==> config.mk <==
export PLATFORM = sky130hd
export DESIGN_NAME = afu_mmio_top
export DESIGN_NICKNAME = d
export VERILOG_FILES = /design/src/logic/afu_pkg.sv /design/src/logic/reg_access_if.sv /design/src/logic/afu_descriptor.sv /design/src/logic/afu_mmio_top.sv /design/src/logic/mmio_frontend.sv /design/src/logic/mmio_registers.sv
export SDC_FILE = /design/constraint.sdc
export NUM_CORES = 1
export LEC_CHECK = 0
export BUFFER_PORTS_ARGS = -buffer_cell sky130_fd_sc_hd__buf_2
export CORE_AREA = 2 2 283 285
export CTS_BUF_LIST = sky130_fd_sc_hd__clkbuf_8
export DETAILED_ROUTE_END_ITERATION = 7
export DIE_AREA = 0 0 285 287
export MAX_ROUTING_LAYER = met4
export PLACE_DENSITY = 0.54
export RECOVER_POWER = 25
export SYNTH_ARGS = -nofsm -noshare
export SYNTH_HDL_FRONTEND = slang
export SYNTH_HIERARCHICAL = 1
export SYNTH_SLANG_ARGS = --single-unit
==> constraint.sdc <==
create_clock -name clock -period 2.28 [get_ports clock]
set_input_delay 0.114 -clock clock [delete_from_list [all_inputs] [get_ports clock]]
set_output_delay 0.114 -clock clock [all_outputs]
set_load 0.01 [all_outputs]
==> src/logic/afu_pkg.sv <==
`default_nettype none

package afu_pkg;

  //////////////////////////////
  // Widths
  //////////////////////////////

  // Word address on the host link, one word is 32 bits
  typedef logic [23:0] mmio_addr_t;
  typedef logic [63:0] mmio_data_t;
  // Doubleword index into the descriptor
  typedef logic [4:0]  desc_index_t;
  typedef logic [1:0]  reg_index_t;
  // Bit 1 data parity, bit 0 address parity
  typedef logic [1:0]  err_flags_t;

  //////////////////////////////
  // Register map
  //////////////////////////////

  // Word addresses of the registers
  localparam mmio_addr_t reg_counter_1    = 24'h00_0000;
  localparam mmio_addr_t reg_counter_2    = 24'h00_0002;
  localparam mmio_addr_t reg_error_report = 24'h00_0004;

  // Register select carried to the register block
  localparam reg_index_t reg_idx_counter_1    = 2'd0;
  localparam reg_index_t reg_idx_counter_2    = 2'd1;
  localparam reg_index_t reg_idx_error_report = 2'd2;
  localparam reg_index_t reg_idx_none         = 2'd3;

  // Added to a counter on each read
  localparam mmio_data_t counter_1_step = 64'd1;
  localparam mmio_data_t counter_2_step = 64'd3;

  //////////////////////////////
  // AFU descriptor
  //////////////////////////////

  localparam int desc_count = 5;

  // Doublewords past the table read as zero
  localparam mmio_data_t desc_words [desc_count] = '{
    64'h0000_0001_0001_8010, // ints per process, processes, config records, prog model
    64'h0000_0000_0000_0000,
    64'h0000_0000_0000_0001,
    64'h0000_0000_0000_0100,
    64'h8000_0000_0000_0000
  };

  //////////////////////////////
  // Timing and parity
  //////////////////////////////

  // Cycles from a sampled request to its ack and its error flags
  localparam int ack_latency = 4;
  localparam int err_latency = 2;

  // Bit that makes the total count of ones odd
  function automatic logic odd_parity(input mmio_data_t value);
    return ~(^value);
  endfunction

endpackage

`default_nettype wire

==> src/logic/reg_access_if.sv <==
`timescale 1ns/1ps
`default_nettype none

interface reg_access_if import afu_pkg::*; ();

  // Single-cycle commands, no handshake
  logic       rd_stb;
  logic       wr_stb;
  reg_index_t index;
  mmio_data_t wdata;

  // Valid the cycle after rd_stb
  mmio_data_t rdata;

  modport initiator (
    output rd_stb,
    output wr_stb,
    output index,
    output wdata,
    input  rdata
  );

  modport target (
    input  rd_stb,
    input  wr_stb,
    input  index,
    input  wdata,
    output rdata
  );

endinterface

`default_nettype wire

==> src/logic/afu_descriptor.sv <==
`timescale 1ns/1ps
`default_nettype none

module afu_descriptor import afu_pkg::*; (
  input  logic        clock,
  input  logic        rstn,
  input  logic        desc_rd,
  input  desc_index_t desc_idx,
  output mmio_data_t  desc_data
);

  mmio_data_t rom_word;

  // Table lookup, unused doublewords read as zero
  function automatic mmio_data_t desc_lookup(input desc_index_t idx);
    mmio_data_t word;
    word = '0;
    for (int i = 0; i < desc_count; i++) begin
      if (int'(idx) == i) begin
        word = desc_words[i];
      end
    end
    return word;
  endfunction

  assign rom_word = desc_lookup(desc_idx);

  //////////////////////////////
  // Registered read port
  //////////////////////////////

  // Output returns to zero between reads
  always_ff @(posedge clock or negedge rstn) begin
    if (!rstn) begin
      desc_data <= '0;
    end else if (desc_rd) begin
      desc_data <= rom_word;
    end else begin
      desc_data <= '0;
    end
  end

endmodule

`default_nettype wire

==> src/logic/afu_mmio_top.sv <==
`timescale 1ns/1ps
`default_nettype none

module afu_mmio_top import afu_pkg::*; (
  input  logic       clock,
  input  logic       rstn,
  input  logic       mmio_valid,
  input  logic       mmio_cfg,
  input  logic       mmio_read,
  input  logic       mmio_dw,
  input  mmio_addr_t mmio_addr,
  input  logic       mmio_addr_par,
  input  mmio_data_t mmio_wdata,
  input  logic       mmio_wdata_par,
  input  mmio_data_t report_errors,
  output logic       mmio_ack,
  output mmio_data_t mmio_rdata,
  output logic       mmio_rdata_par,
  output err_flags_t mmio_errors,
  output logic       report_errors_ack
);

  // Descriptor port
  logic        desc_rd;
  desc_index_t desc_idx;
  mmio_data_t  desc_data;

  // Register block port
  reg_access_if regs_if ();

  mmio_frontend u_frontend (
    .clock          (clock),
    .rstn           (rstn),
    .mmio_valid     (mmio_valid),
    .mmio_cfg       (mmio_cfg),
    .mmio_read      (mmio_read),
    .mmio_dw        (mmio_dw),
    .mmio_addr      (mmio_addr),
    .mmio_addr_par  (mmio_addr_par),
    .mmio_wdata     (mmio_wdata),
    .mmio_wdata_par (mmio_wdata_par),
    .desc_data      (desc_data),
    .desc_rd        (desc_rd),
    .desc_idx       (desc_idx),
    .mmio_ack       (mmio_ack),
    .mmio_rdata     (mmio_rdata),
    .mmio_rdata_par (mmio_rdata_par),
    .mmio_errors    (mmio_errors),
    .regs           (regs_if.initiator)
  );

  afu_descriptor u_descriptor (
    .clock     (clock),
    .rstn      (rstn),
    .desc_rd   (desc_rd),
    .desc_idx  (desc_idx),
    .desc_data (desc_data)
  );

  mmio_registers u_registers (
    .clock             (clock),
    .rstn              (rstn),
    .report_errors     (report_errors),
    .report_errors_ack (report_errors_ack),
    .regs              (regs_if.target)
  );

endmodule

`default_nettype wire

==> src/logic/mmio_frontend.sv <==
`timescale 1ns/1ps
`default_nettype none

module mmio_frontend import afu_pkg::*; (
  input  logic            clock,
  input  logic            rstn,
  input  logic            mmio_valid,
  input  logic            mmio_cfg,
  input  logic            mmio_read,
  input  logic            mmio_dw,
  input  mmio_addr_t      mmio_addr,
  input  logic            mmio_addr_par,
  input  mmio_data_t      mmio_wdata,
  input  logic            mmio_wdata_par,
  input  mmio_data_t      desc_data,
  output logic            desc_rd,
  output desc_index_t     desc_idx,
  output logic            mmio_ack,
  output mmio_data_t      mmio_rdata,
  output logic            mmio_rdata_par,
  output err_flags_t      mmio_errors,
  reg_access_if.initiator regs
);

  // Captured request
  logic       s0_valid;
  logic       s0_cfg;
  logic       s0_read;
  logic       s0_dw;
  mmio_addr_t s0_addr;
  logic       s0_addr_par;
  mmio_data_t s0_wdata;
  logic       s0_wdata_par;

  logic       addr_err;
  logic       data_err;
  logic       rd_ok;
  logic       wr_ok;

  // Pipeline side band
  logic       s1_valid;
  logic       s1_half;
  logic       s1_dw;
  err_flags_t s1_err;
  logic       s2_valid;
  logic       s2_sel_desc;
  logic       s2_sel_reg;
  logic       s2_half;
  logic       s2_dw;

  mmio_data_t src_word;
  mmio_data_t half_word;
  logic       s3_valid;
  mmio_data_t s3_data;
  logic       s3_par;

  function automatic reg_index_t reg_decode(input mmio_addr_t addr);
    case (addr)
      reg_counter_1:    return reg_idx_counter_1;
      reg_counter_2:    return reg_idx_counter_2;
      reg_error_report: return reg_idx_error_report;
      default:          return reg_idx_none;
    endcase
  endfunction

  //////////////////////////////
  // Edge 0: capture
  //////////////////////////////
  always_ff @(posedge clock or negedge rstn) begin
    if (!rstn) begin
      s0_valid <= 1'b0;
    end else begin
      s0_valid <= mmio_valid;
    end
  end

  always_ff @(posedge clock) begin
    if (mmio_valid) begin
      s0_cfg       <= mmio_cfg;
      s0_read      <= mmio_read;
      s0_dw        <= mmio_dw;
      s0_addr      <= mmio_addr;
      s0_addr_par  <= mmio_addr_par;
      s0_wdata     <= mmio_wdata;
      s0_wdata_par <= mmio_wdata_par;
    end
  end

  // Data parity only matters for writes
  assign addr_err = s0_valid && (odd_parity(mmio_data_t'(s0_addr)) != s0_addr_par);
  assign data_err = s0_valid && !s0_read && (odd_parity(s0_wdata) != s0_wdata_par);
  assign rd_ok    = s0_valid && s0_read && !addr_err;
  assign wr_ok    = s0_valid && !s0_read && !addr_err && !data_err;

  //////////////////////////////
  // Edge 1: check and strobe
  //////////////////////////////
  always_ff @(posedge clock or negedge rstn) begin
    if (!rstn) begin
      s1_valid    <= 1'b0;
      s1_err      <= '0;
      desc_rd     <= 1'b0;
      regs.rd_stb <= 1'b0;
      regs.wr_stb <= 1'b0;
    end else begin
      s1_valid    <= s0_valid;
      s1_err      <= {data_err, addr_err};
      desc_rd     <= rd_ok && s0_cfg;
      regs.rd_stb <= rd_ok && !s0_cfg;
      // Config writes are acked but go nowhere
      regs.wr_stb <= wr_ok && !s0_cfg;
    end
  end

  always_ff @(posedge clock) begin
    s1_half    <= s0_addr[0];
    s1_dw      <= s0_dw;
    desc_idx   <= s0_addr[5:1];
    regs.index <= reg_decode(s0_addr);
    regs.wdata <= s0_wdata;
  end

  //////////////////////////////
  // Edge 2: error flags
  //////////////////////////////
  always_ff @(posedge clock or negedge rstn) begin
    if (!rstn) begin
      mmio_errors <= '0;
      s2_valid    <= 1'b0;
      s2_sel_desc <= 1'b0;
      s2_sel_reg  <= 1'b0;
    end else begin
      mmio_errors <= s1_err;
      s2_valid    <= s1_valid;
      s2_sel_desc <= desc_rd;
      s2_sel_reg  <= regs.rd_stb;
    end
  end

  always_ff @(posedge clock) begin
    s2_half <= s1_half;
    s2_dw   <= s1_dw;
  end

  //////////////////////////////
  // Edge 3: half select, parity
  //////////////////////////////

  // Nothing selected means zero data, as for writes and bad addresses
  assign src_word = s2_sel_desc ? desc_data :
                    s2_sel_reg  ? regs.rdata : '0;

  // Even word sits in the upper half of the doubleword
  always_comb begin
    if (s2_dw) begin
      half_word = src_word;
    end else if (s2_half) begin
      half_word = {src_word[31:0], src_word[31:0]};
    end else begin
      half_word = {src_word[63:32], src_word[63:32]};
    end
  end

  always_ff @(posedge clock or negedge rstn) begin
    if (!rstn) begin
      s3_valid <= 1'b0;
    end else begin
      s3_valid <= s2_valid;
    end
  end

  always_ff @(posedge clock) begin
    s3_data <= half_word;
    s3_par  <= odd_parity(half_word);
  end

  //////////////////////////////
  // Edge 4: response to host
  //////////////////////////////
  always_ff @(posedge clock or negedge rstn) begin
    if (!rstn) begin
      mmio_ack       <= 1'b0;
      mmio_rdata     <= '0;
      mmio_rdata_par <= 1'b1;
    end else begin
      mmio_ack       <= s3_valid;
      mmio_rdata     <= s3_data;
      mmio_rdata_par <= s3_par;
    end
  end

endmodule

`default_nettype wire

==> src/logic/mmio_registers.sv <==
`timescale 1ns/1ps
`default_nettype none

module mmio_registers import afu_pkg::*; (
  input  logic         clock,
  input  logic         rstn,
  input  mmio_data_t   report_errors,
  output logic         report_errors_ack,
  reg_access_if.target regs
);

  localparam int num_counters = 2;

  // Per counter select and increment
  localparam reg_index_t cnt_idx [num_counters] = '{
    reg_idx_counter_1,
    reg_idx_counter_2
  };
  localparam mmio_data_t cnt_step [num_counters] = '{
    counter_1_step,
    counter_2_step
  };

  mmio_data_t counter [num_counters];
  mmio_data_t read_word;
  logic       err_ack_pend;
  logic       err_ack_dly;

  //////////////////////////////
  // Counting registers
  //////////////////////////////

  // A write loads, a read returns the old value and steps
  for (genvar i = 0; i < num_counters; i++) begin : g_counter
    always_ff @(posedge clock or negedge rstn) begin
      if (!rstn) begin
        counter[i] <= '0;
      end else if (regs.wr_stb && (regs.index == cnt_idx[i])) begin
        counter[i] <= regs.wdata;
      end else if (regs.rd_stb && (regs.index == cnt_idx[i])) begin
        counter[i] <= counter[i] + cnt_step[i];
      end
    end
  end

  //////////////////////////////
  // Read port
  //////////////////////////////
  always_comb begin
    case (regs.index)
      reg_idx_counter_1:    read_word = counter[0];
      reg_idx_counter_2:    read_word = counter[1];
      reg_idx_error_report: read_word = report_errors;
      default:              read_word = '0;
    endcase
  end

  always_ff @(posedge clock or negedge rstn) begin
    if (!rstn) begin
      regs.rdata <= '0;
    end else if (regs.rd_stb) begin
      regs.rdata <= read_word;
    end else begin
      regs.rdata <= '0;
    end
  end

  //////////////////////////////
  // Error report acknowledge
  //////////////////////////////

  // Two extra stages so the pulse meets mmio_ack
  always_ff @(posedge clock or negedge rstn) begin
    if (!rstn) begin
      err_ack_pend      <= 1'b0;
      err_ack_dly       <= 1'b0;
      report_errors_ack <= 1'b0;
    end else begin
      err_ack_pend      <= regs.rd_stb && (regs.index == reg_idx_error_report);
      err_ack_dly       <= err_ack_pend;
      report_errors_ack <= err_ack_dly;
    end
  end

endmodule

`default_nettype wire

=== Word level (Yosys, flattened, before mapping) ===
Index checks and enable logic that the tools add are counted.

* Logic and storage cells: 96
* Output and inout bits: 69
* Input bits: 160
* Register bits: 571

* Reductions and logical operators: 27
* Bitwise gates (word level): 3
* $add $sub $neg: 2
* Mux-type cells: 17
* Equality and inequality tests: 10

{| class="wikitable"
|+ Operators by type and width
! operator !! number
|-
| $mux W64 || 14
|-
| $pmux W64 S3 || 1
|-
| $reduce_xor A64 Y1 || 3
|-
| $add A64 B1 Y64 const B || 1
|-
| $add A64 B2 Y64 const B || 1
|-
| $mux W33 || 1
|-
| $eq A24 B2 Y1 const B || 1
|-
| $eq A24 B3 Y1 const B || 1
|-
| $logic_not A24 Y1 || 1
|-
| $logic_and A1 B1 Y1 || 15
|-
| $eq A5 B3 Y1 const B || 2
|-
| $pmux W2 S3 || 1
|-
| $eq A5 B2 Y1 const B || 1
|-
| $eq A5 B4 Y1 const B || 1
|-
| $logic_not A5 Y1 || 1
|-
| $logic_not A1 Y1 || 4
|-
| $reduce_bool A2 Y1 || 2
|-
| $not A1 Y1 || 3
|-
| $eq A2 B1 Y1 const B || 1
|-
| $eq A2 B2 Y1 const B || 1
|-
| $logic_not A2 Y1 || 1
|-
| $ne A1 B1 Y1 || 2
|}

=== Depth between registers and ports, before layout ===
Gate-level depths: netlist of the first run.

* Depth after elaboration: 8
* Mapped depth: 12
* Depth with buffers taken out: 8

=== Modules after synthesis ===
The synthesis of the first run kept the hierarchy.

{| class="wikitable"
|+ Modules (own cells, without submodules)
! module !! cells an instance !! seq. area each (um2) !! times used !! area an instance (um2)
|-
| mmio_registers || 1427 || 4879.7 || 1 || 11725.0
|-
| mmio_frontend || 753 || 7573.5 || 1 || 11096.9
|-
| afu_descriptor || 73 || 100.1 || 1 || 618.1
|}

=== Worst setup path after synthesis of the first run ===
No wires, ideal clock.

* Path kind: register -> register
* Start point: reg u_frontend.s2_dw
* End point: reg u_frontend.s3_par
* Cell stages (with the launch flop): 10
* Arrival time: 2.324 ns
* Period minus slack after synthesis: 2.454 ns
* Setup slack: -0.174 ns
* Library setup time: 0.130 ns
* Path through: dfxtp_1 -> buf_2 -> nand2b_1 -> buf_2 -> mux2_2 -> xnor2_1 -> xnor2_1 -> xnor3_1 -> xor2_1 -> xnor3_1

* Longest elaborated chain between the ends: 3

{| class="wikitable"
|+ RTL lines
! element !! RTL line !! RTL
|-
| start, declared || mmio_frontend.sv:49 || <nowiki>logic s2_dw;</nowiki>
|-
| start signal, assigned || mmio_frontend.sv:142 || <nowiki>s2_dw <= s1_dw;</nowiki>
|-
| $mux W64 || mmio_frontend.sv:155 || <nowiki>if (s2_dw) begin</nowiki>
|-
| named net u_frontend.half_word[39] || mmio_frontend.sv:52 || <nowiki>mmio_data_t half_word;</nowiki>
|-
| $reduce_xor A64 Y1 || afu_pkg.sv:62 || <nowiki>return ~(^value);</nowiki>
|-
| $not A1 Y1 || afu_pkg.sv:62 ||
|-
| end signal, assigned || mmio_frontend.sv:174 || <nowiki>s3_par <= odd_parity(half_word);</nowiki>
|-
| end, declared || mmio_frontend.sv:55 || <nowiki>logic s3_par;</nowiki>
|}

The timed path passes the listed nets, and every way through them passes these cells.
A chain may end at the register's enable or synchronous reset.

=== Final worst setup path of the first run ===
* Start point: reg u_frontend.s2_sel_desc
* End point: reg u_frontend.s3_par

* Longest elaborated chain between the ends: 5

{| class="wikitable"
|+ RTL lines
! element !! RTL line !! RTL
|-
| start, declared || mmio_frontend.sv:46 || <nowiki>logic s2_sel_desc;</nowiki>
|-
| start signal, assigned || mmio_frontend.sv:135 || <nowiki>s2_sel_desc <= desc_rd;</nowiki>
|-
| $mux W64 * || mmio_frontend.sv:150 || <nowiki>assign src_word = s2_sel_desc ? desc_data :</nowiki>
|-
| $mux W64 || mmio_frontend.sv:157 || <nowiki>end else if (s2_half) begin</nowiki>
|-
| $mux W64 * || mmio_frontend.sv:155 ||
|-
| named net u_frontend.half_word[9] || mmio_frontend.sv:52 ||
|-
| $reduce_xor A64 Y1 * || afu_pkg.sv:62 ||
|-
| $not A1 Y1 * || afu_pkg.sv:62 ||
|}

Mark *: on every way through the listed nets, which the timed path passes. The rest lies on a longest branch.

==> results of run 1 <==
-- cell families after synthesis --
family                     after synthesis  synth area share (%)
AOI/OAI and AO/OA                      532                  15.1
muxes                                   83                  3.58
and+or+nand+nor                        724                  15.6
buffers and inverters                  243                  5.63
xor gates and xnor gates               143                  5.67
other                                    1                0.0160
DFF                                    511                  53.6
adders and majority gates               16                 0.854
-- worst paths after layout --
path / end / slack, ns / cells after the start
max in group asynchronous: u_frontend/mmio_rdata[20] / 0.30 / 3
worst max register to register: u_frontend/s3_par / -0.38 / 11
min in group asynchronous: u_frontend/mmio_rdata[29] / 0.59 / 2
worst min-delay path: u_registers/regs.rdata[40] / 0.05 / 5
worst max-delay path: u_frontend/s3_par / -0.38 / 11
worst min register to register: u_frontend/mmio_rdata[60] / 0.32 / 0
-- stage by stage --
step                      setup WS [ns]  cell area, um^2  utilization, %
after floorplan                  -0.107            23700               -
after global placement           -0.577            28000            35.6
after detailed placement         -0.641            28000            35.6
after CTS                        -0.330            31600            40.3
after global routing             -0.448            32400            41.2
final                            -0.377            32400            41.2
-- worst min-delay path, cell delays in order --
cell and delay (ns):
buf_2 0.11, mux2i_1 0.10, nor2_1 0.13, a21oi_1 0.11
nor2_1 0.12
-- layer usage --
metal	part of all wire, %	track usage, %	vias up
met3	6.8	3.15	141
met2	47	32.9	850
met5	0	-	-
li1	-	-	9495
met4	3.0	7.47	0
met1	44	28.2	9882
-- synth_stat cells, types with 13 or more instances --
cell	number
xor2_1	22
buf_4	66
o22a_1	14
nor4_1	29
buf_1	18
nand3_1	76
nor3_1	56
xnor2_1	115
a32oi_2	13
nor2_1	249
buf_2	18
and3_1	18
nand4_1	42
a221oi_1	15
a211oi_1	21
buf_6	16
o21ai_0	73
dfxtp_1	140
mux2i_1	76
clkbuf_1	74
ha_1	16
dfrtp_1	277
nand3b_1	34
a32oi_1	22
edfxtp_1	93
nand2b_1	21
a21oi_1	219
nand2_1	132
inv_1	47
a31oi_1	21
o22ai_1	24
-- area by class of cell --
class	instances	share of cell area (%)
Sequential cell	511	38.8
Multi-Input combinational cell	1555	32.6
Timing Repair Buffer	759	18.0
Clock buffer	108	4.59
Tap cell	1050	4.05
Clock inverter	58	1.43
Inverter	49	0.567
Antenna cell	2	0.0154
-- repair_timing --
action	4_1_cts	5_1_grt
endpoints found under the hold margin	435	0
resized for setup	34	102
endpoints found under the setup margin	14	44
pin swaps	18	47
hold buffers	140	0
cloned	1	3
buffers inserted	4	19
-- power groups by stage --
| stage | clock (mW) | combinational (mW) | sequential (mW) |
|---|---|---|---|
| after floorplan | 0 | 3.59 | 10.5 |
| after global placement | 0 | 6.00 | 10.6 |
| after detailed placement | 0 | 6.05 | 10.6 |
| after CTS | 9.38 | 6.82 | 10.4 |
| after global routing | 9.80 | 7.45 | 10.5 |
| final | 9.05 | 7.02 | 10.4 |
==> results.md, run 1 <==
- Status: complete, but fails checks
- Failing checks: capacitance limit, slew limit, setup timing
- Post-synth top area share: 29.6%
- Root Buffer: clkbuf_8
- Pwr Density: 817 nW/um^2
- Detail Placement HPWL: 64600 um
- Minimum clock period: 2.66 ns
- DRT iter0 DRCs: 1803
- Int Power: 18.5 mW
- Largest reg by FF count: u_registers/counter
- Row cnt: 103
- FF+latch count, synth: 511
- Finish-stage setup viols: 3
- Static leakage: 14.1 nW
- Boundary Pins: 229
- Critical path required time: 2.85 ns
- Mapped cell area: 23400 um^2
- Initial core utilization: 29.8%
- Max reg flops: 128
- Number of max-cap violations: 1
- Initial antenna violation count: 2
- Switch share: 30.0%
- Post-synth EDFFs: 93
- Final hold slack: 0.0540 ns
- Port Buffers: 228
- Most frequent cells in the layout: buf_4 (354), dfrtp_1 (274), nor2_1 (243), buf_2 (222), a21oi_1 (217)
- Most used cell along the critical path: xnor3_1
- Setup_tns: -0.415 ns
- Detailed-route wire length per cell: 21.1 um
- Overall Power: 26.5 mW
- Clk Latency, worst-skew pair: 0.70 ns
- Combinational power share: 26.5%
- Clock buffer count from CTS: 88
- Layout Cells excl Fill: 4092
- Slowest-stage cell, CP: dfrtp_2
- Post-Syn Instances: 2253
- Die X: 285 um
- Crit path buffers/inverters: 3
- Sequential power share: 39.3%
- DR pass1 iterations: 6
- Grt total ovfl: 0
- Hold_sp: report_errors[40]
- Fraction of registers with async set/reset: 54.4%
- Worst slew pin tran: 2.11 ns
- Cell taking the most area after synthesis: dfrtp_1
- Placeable Area: 78600 um^2
- Placed Cells: 3760
- CP arrival: 3.22 ns
- Final hold vios: 0
- Relative slew slack: -40.6%
- Synth warn: 6
- Net Sw Power: 7.93 mW
- Syn-to-layout area delta: 38.3%
- Final Cycle Share: 117%
- Multi-input logic area: 10600 um^2
- Clock Sinks: 511
- Main synth FF type: dfrtp_1
- Share of post-route cells with drive strength above 1: 30.3%
- Final WL: 86400 um
- Clock-pin slew on the worst setup and hold paths: 0.07 ns
- CP Class: register to register
- HP Class: input pin to register
- # fillers: 7670
- Register area: 12600 um^2
- NumNets Final: 3140
- Cell chain of the critical path: buf_6, nor2b_4, buf_4, clkbuf_16, a22o_1, mux2_4, xnor2_2, xnor2_2, xnor3_1, xnor3_1, xnor3_1
- Worst setup EP type: register
- Post-Syn Area per Cell: 10.4 um^2
- Distinct cells, synth: 95
- Largest cells by area after synthesis: dfrtp_1 (30%), dfxtp_1 (12%), edfxtp_1 (12%), a21oi_1 (4.7%), xnor2_1 (4.3%)
- Gr usage total: 21.2%
- Remaining antenna violation count: 0
- Crit path max-delay family: XOR/XNOR gates
- Die area: 81800 um^2
- Vias: 20.4k
- CTS tree: built
- Sequential-to-total area share from yosys stat: 53.6%
- Largest net degree at the start of global routing: 72
- Critical Path Start: u_frontend/s2_sel_desc
- Setup ws final: -0.377 ns
- CTS max path bufs: 3
- Startpoint types: register
- Clk_skew: 0.0381 ns
- Die Y: 287 um
- Peak VDD IR: 0.516 mV
- R2R Path Start: u_frontend/s2_sel_desc
- Critical Path Max Stage Delay: 0.40 ns
- Slew Limit Fails: 66
- Commonest non-fill, non-tap cell in the layout: buf_4
- GPL Wtd Cong: 0.982
- Highest clock rate: 0.376 GHz
- Vias in the first global route: 20.4k
- Via density per instance: 4.98
- First-pass GRT wire length: 128000 um
- RSZ-0062 raised after global routing: yes
- H-tree Lvls: 3
- Clock share of power: 34.2%
- Crit Path Max Fanout: 7
- DRC viols: 0
Power figures use the tool's default switching activity.
==> inputs of run 2 (changes only) <==
--- a/config.mk
+++ b/config.mk
@@ -7,10 +7,12 @@
 export LEC_CHECK = 0
 export BUFFER_PORTS_ARGS = -buffer_cell sky130_fd_sc_hd__buf_2
-export CORE_AREA = 2 2 283 285
+export CELL_PAD_IN_SITES_DETAIL_PLACEMENT = 1
+export CELL_PAD_IN_SITES_GLOBAL_PLACEMENT = 2
+export CORE_AREA = 2 2 293 295
 export CTS_BUF_LIST = sky130_fd_sc_hd__clkbuf_8
 export DETAILED_ROUTE_END_ITERATION = 7
-export DIE_AREA = 0 0 285 287
+export DIE_AREA = 0 0 295 297
 export MAX_ROUTING_LAYER = met4
-export PLACE_DENSITY = 0.54
+export PLACE_DENSITY = 0.7
 export RECOVER_POWER = 25
 export SYNTH_ARGS = -nofsm -noshare
==> constraint.sdc (replaced) <==
create_clock -name clock -period 2.28 [get_ports clock]
set_input_delay 0.228 -clock clock [delete_from_list [all_inputs] [get_ports clock]]
set_output_delay 0.228 -clock clock [all_outputs]
set_load 0.01 [all_outputs]
==> run 2 against run 1 <==
  * The run still ends with capacitance limit, slew limit, setup timing left
  * First-iteration DRC count decreased by 24%
  * Largest power group unchanged
  * Sequential share of layout area increased by 0.39 points
  * Highest routed layer unchanged
  * Utilization decreased by 3.2 points
==> results.md, run 2 (synthesis results as in run 1) <==
- Placed cell area: 28200 um^2 (+0.73%)
- Row cnt: 107 (+3.9%)
- Highest clock rate: 0.364 GHz (-3.4%)
- Crit Path Max Fanout: 9 (+2)
- Final WL: 93700 um (+8.4%)
- Placeable Area: 84500 um^2 (+7.5%)
- CTS tree: built
- Grt total ovfl: 0 (unchanged)
- Remaining antenna violation count: 0 (unchanged)
- Number of max-cap violations: 1 (unchanged)
- DRT iter0 DRCs: 1373 (-24%)
- Static leakage: 13.9 nW (-1.5%)
- DRC viols: 0 (unchanged)
- HP Class: input pin to register
- Status: complete, but fails checks
- Pwr Density: 826 nW/um^2 (+1.1%)
- DP Worst Slack: -0.539 ns (+0.102 ns)
- Initial antenna violation count: 1 (-1)
- Largest net degree at the start of global routing: 72 (unchanged)
- Clk_skew: 0.0244 ns (-0.0137 ns)
- Root Buffer: clkbuf_8
- Critical path required time: 2.85 ns (about the same)
- Startpoint types: register
- Clock-pin slew on the worst setup and hold paths: 0.07 ns (about the same)
- Multi-input logic area: 10400 um^2 (-1.6%)
- Reg-to-reg slack, setup: -0.47 ns (-0.09 ns)
- Initial core utilization: 27.7% (-2.1 points)
- Placed Cells: 3865 (+2.8%)
- NumNets Final: 3123 (-0.54%)
- Port Buffers: 228 (unchanged)
- Max reg flops: 128 (unchanged)
- Worst slew pin tran: 1.82 ns (-0.287 ns)
- Final hold slack: 0.0714 ns (+0.0173 ns)
- GPL Wtd Cong: 0.915 (-6.8%)
- Boundary Pins: 229 (unchanged)
- Share of post-route cells with drive strength above 1: 30.2% (about the same)
- Setup ws final: -0.470 ns (-0.0929 ns)
- First-pass GRT wire length: 140000 um (+10%)
- Vias: 20.4k (+0.31%)
- CP arrival: 3.32 ns (+0.10 ns)
- Finish-stage setup viols: 4 (+1)
- H-tree Lvls: 3 (unchanged)
- Failing checks: capacitance limit, slew limit, setup timing
- Gr usage total: 21.8% (+0.57 points)
- Register area: 12600 um^2 (about the same)
- Detailed-route wire length per cell: 22.5 um (+6.3%)
- Slew Limit Fails: 24 (-64%)
- Minimum clock period: 2.75 ns (+0.0929 ns)
- Final Cycle Share: 121% (+4.1 points)
- Die X: 295 um (+3.5%)
- Cell area after layout: 32100 um^2 (-0.95%)
- CTS max path bufs: 3 (unchanged)
- Die Y: 297 um (+3.5%)
- Via density per instance: 4.90 (-1.6%)
- Worst setup EP type: register
- # fillers: 9556 (+25%)
- Peak VDD IR: 0.501 mV (-2.9%)
- Detail Placement HPWL: 70800 um (+9.5%)
- Relative slew slack: -21.5% (+19 points)
- Vias in the first global route: 21.9k (+7.4%)
- Commonest non-fill, non-tap cell in the layout: buf_4
- Largest reg by FF count: u_registers/counter
- CP Class: register to register
- DR pass1 iterations: 5 (-1)
- Clock buffer count from CTS: 91 (+3.4%)
- Syn-to-layout area delta: 37.0%
- Most frequent cells in the layout: buf_4 (368), dfrtp_1 (272), nor2_1 (244), buf_2 (218), a21oi_1 (217)
- Clk Latency, worst-skew pair: 0.70 ns (about the same)
- Layout Cells excl Fill: 4173 (+2.0%)
- Final hold vios: 0 (unchanged)
- Clock Sinks: 511 (unchanged)
- RSZ-0062 raised after global routing: yes
- Die area: 87600 um^2 (+7.1%)
run 2: cell count changes in the layout (fill, tap and decap cells not counted), sizes merged, moves of 2 or more:
cell	change
dlygate4sd3	-40
clkbuf	+8
clkinv	-2
inv	+7
buf	+11
run 2: layout make-up:
class	count	area share, %
timing repair buffer	739	17.3
clock buffer	107	4.59
tap	1144	4.46
antenna	3	0.0234
clock inverter	65	1.54
multi-input combinational	1555	32.4
sequential	511	39.1
inverter	49	0.573
run 2: metal layers:
layer	up-vias	GRT usage [%]	wire [um]
li1	9438	-	-
met1	10200	29.3	42700
met2	653	33.8	43800
met3	139	2.88	4890
met4	0	6.91	2430
met5	-	-	0
run 2: worst paths after layout:
| kind | startpoint | to | depth (start not counted) |
|---|---|---|---|
| worst min-delay path | report_errors[63] | u_registers/regs.rdata[63] | 5 |
| worst max-delay path | u_frontend/s2_sel_desc | u_frontend/s3_par | 10 |
| worst max register to register | u_frontend/s2_sel_desc | u_frontend/s3_par | 10 |
| worst min register to register | u_frontend/s3_data[52] | u_frontend/mmio_rdata[52] | 0 |
| max in group asynchronous | rstn | u_registers/regs.rdata[63] | 4 |
| min in group asynchronous | rstn | u_frontend/s2_sel_desc | 3 |
run 2: worst max-delay path: stages (launching register included):
cell	delay, ns
dfrtp_4	0.51
buf_6	0.14
nor2b_4	0.19
buf_12	0.16
a22o_1	0.18
a2bb2oi_2	0.18
xor2_1	0.20
xnor2_1	0.18
xnor2_1	0.17
xnor3_1	0.38
xnor3_1	0.35
run 2: per-stage QoR:
stage                     power, mW  util [%]  setup TNS [ns]
after floorplan                14.0         -          -0.107
after global placement         16.7      33.4           -2.61
after detailed placement       16.8      33.4           -3.69
after CTS                      26.8      37.5          -0.566
after global routing           27.8      38.0           -2.55
final                          26.5      38.0          -0.578
run 2: repair_timing:
action	4_1_cts	5_1_grt
endpoints found under the setup margin	25	62
endpoints found under the hold margin	374	0
hold buffers	101	0
pin swaps	20	32
resized for setup	50	67
buffers inserted	17	15
cloned	1	0
run 2: where the power goes:
group | switching (mW) | leakage [nW] | internal, mW
logic | 3.64 | 6.93 | 3.26
registers | 0.417 | 5.89 | 10.0
clock network | 4.01 | 1.11 | 5.19
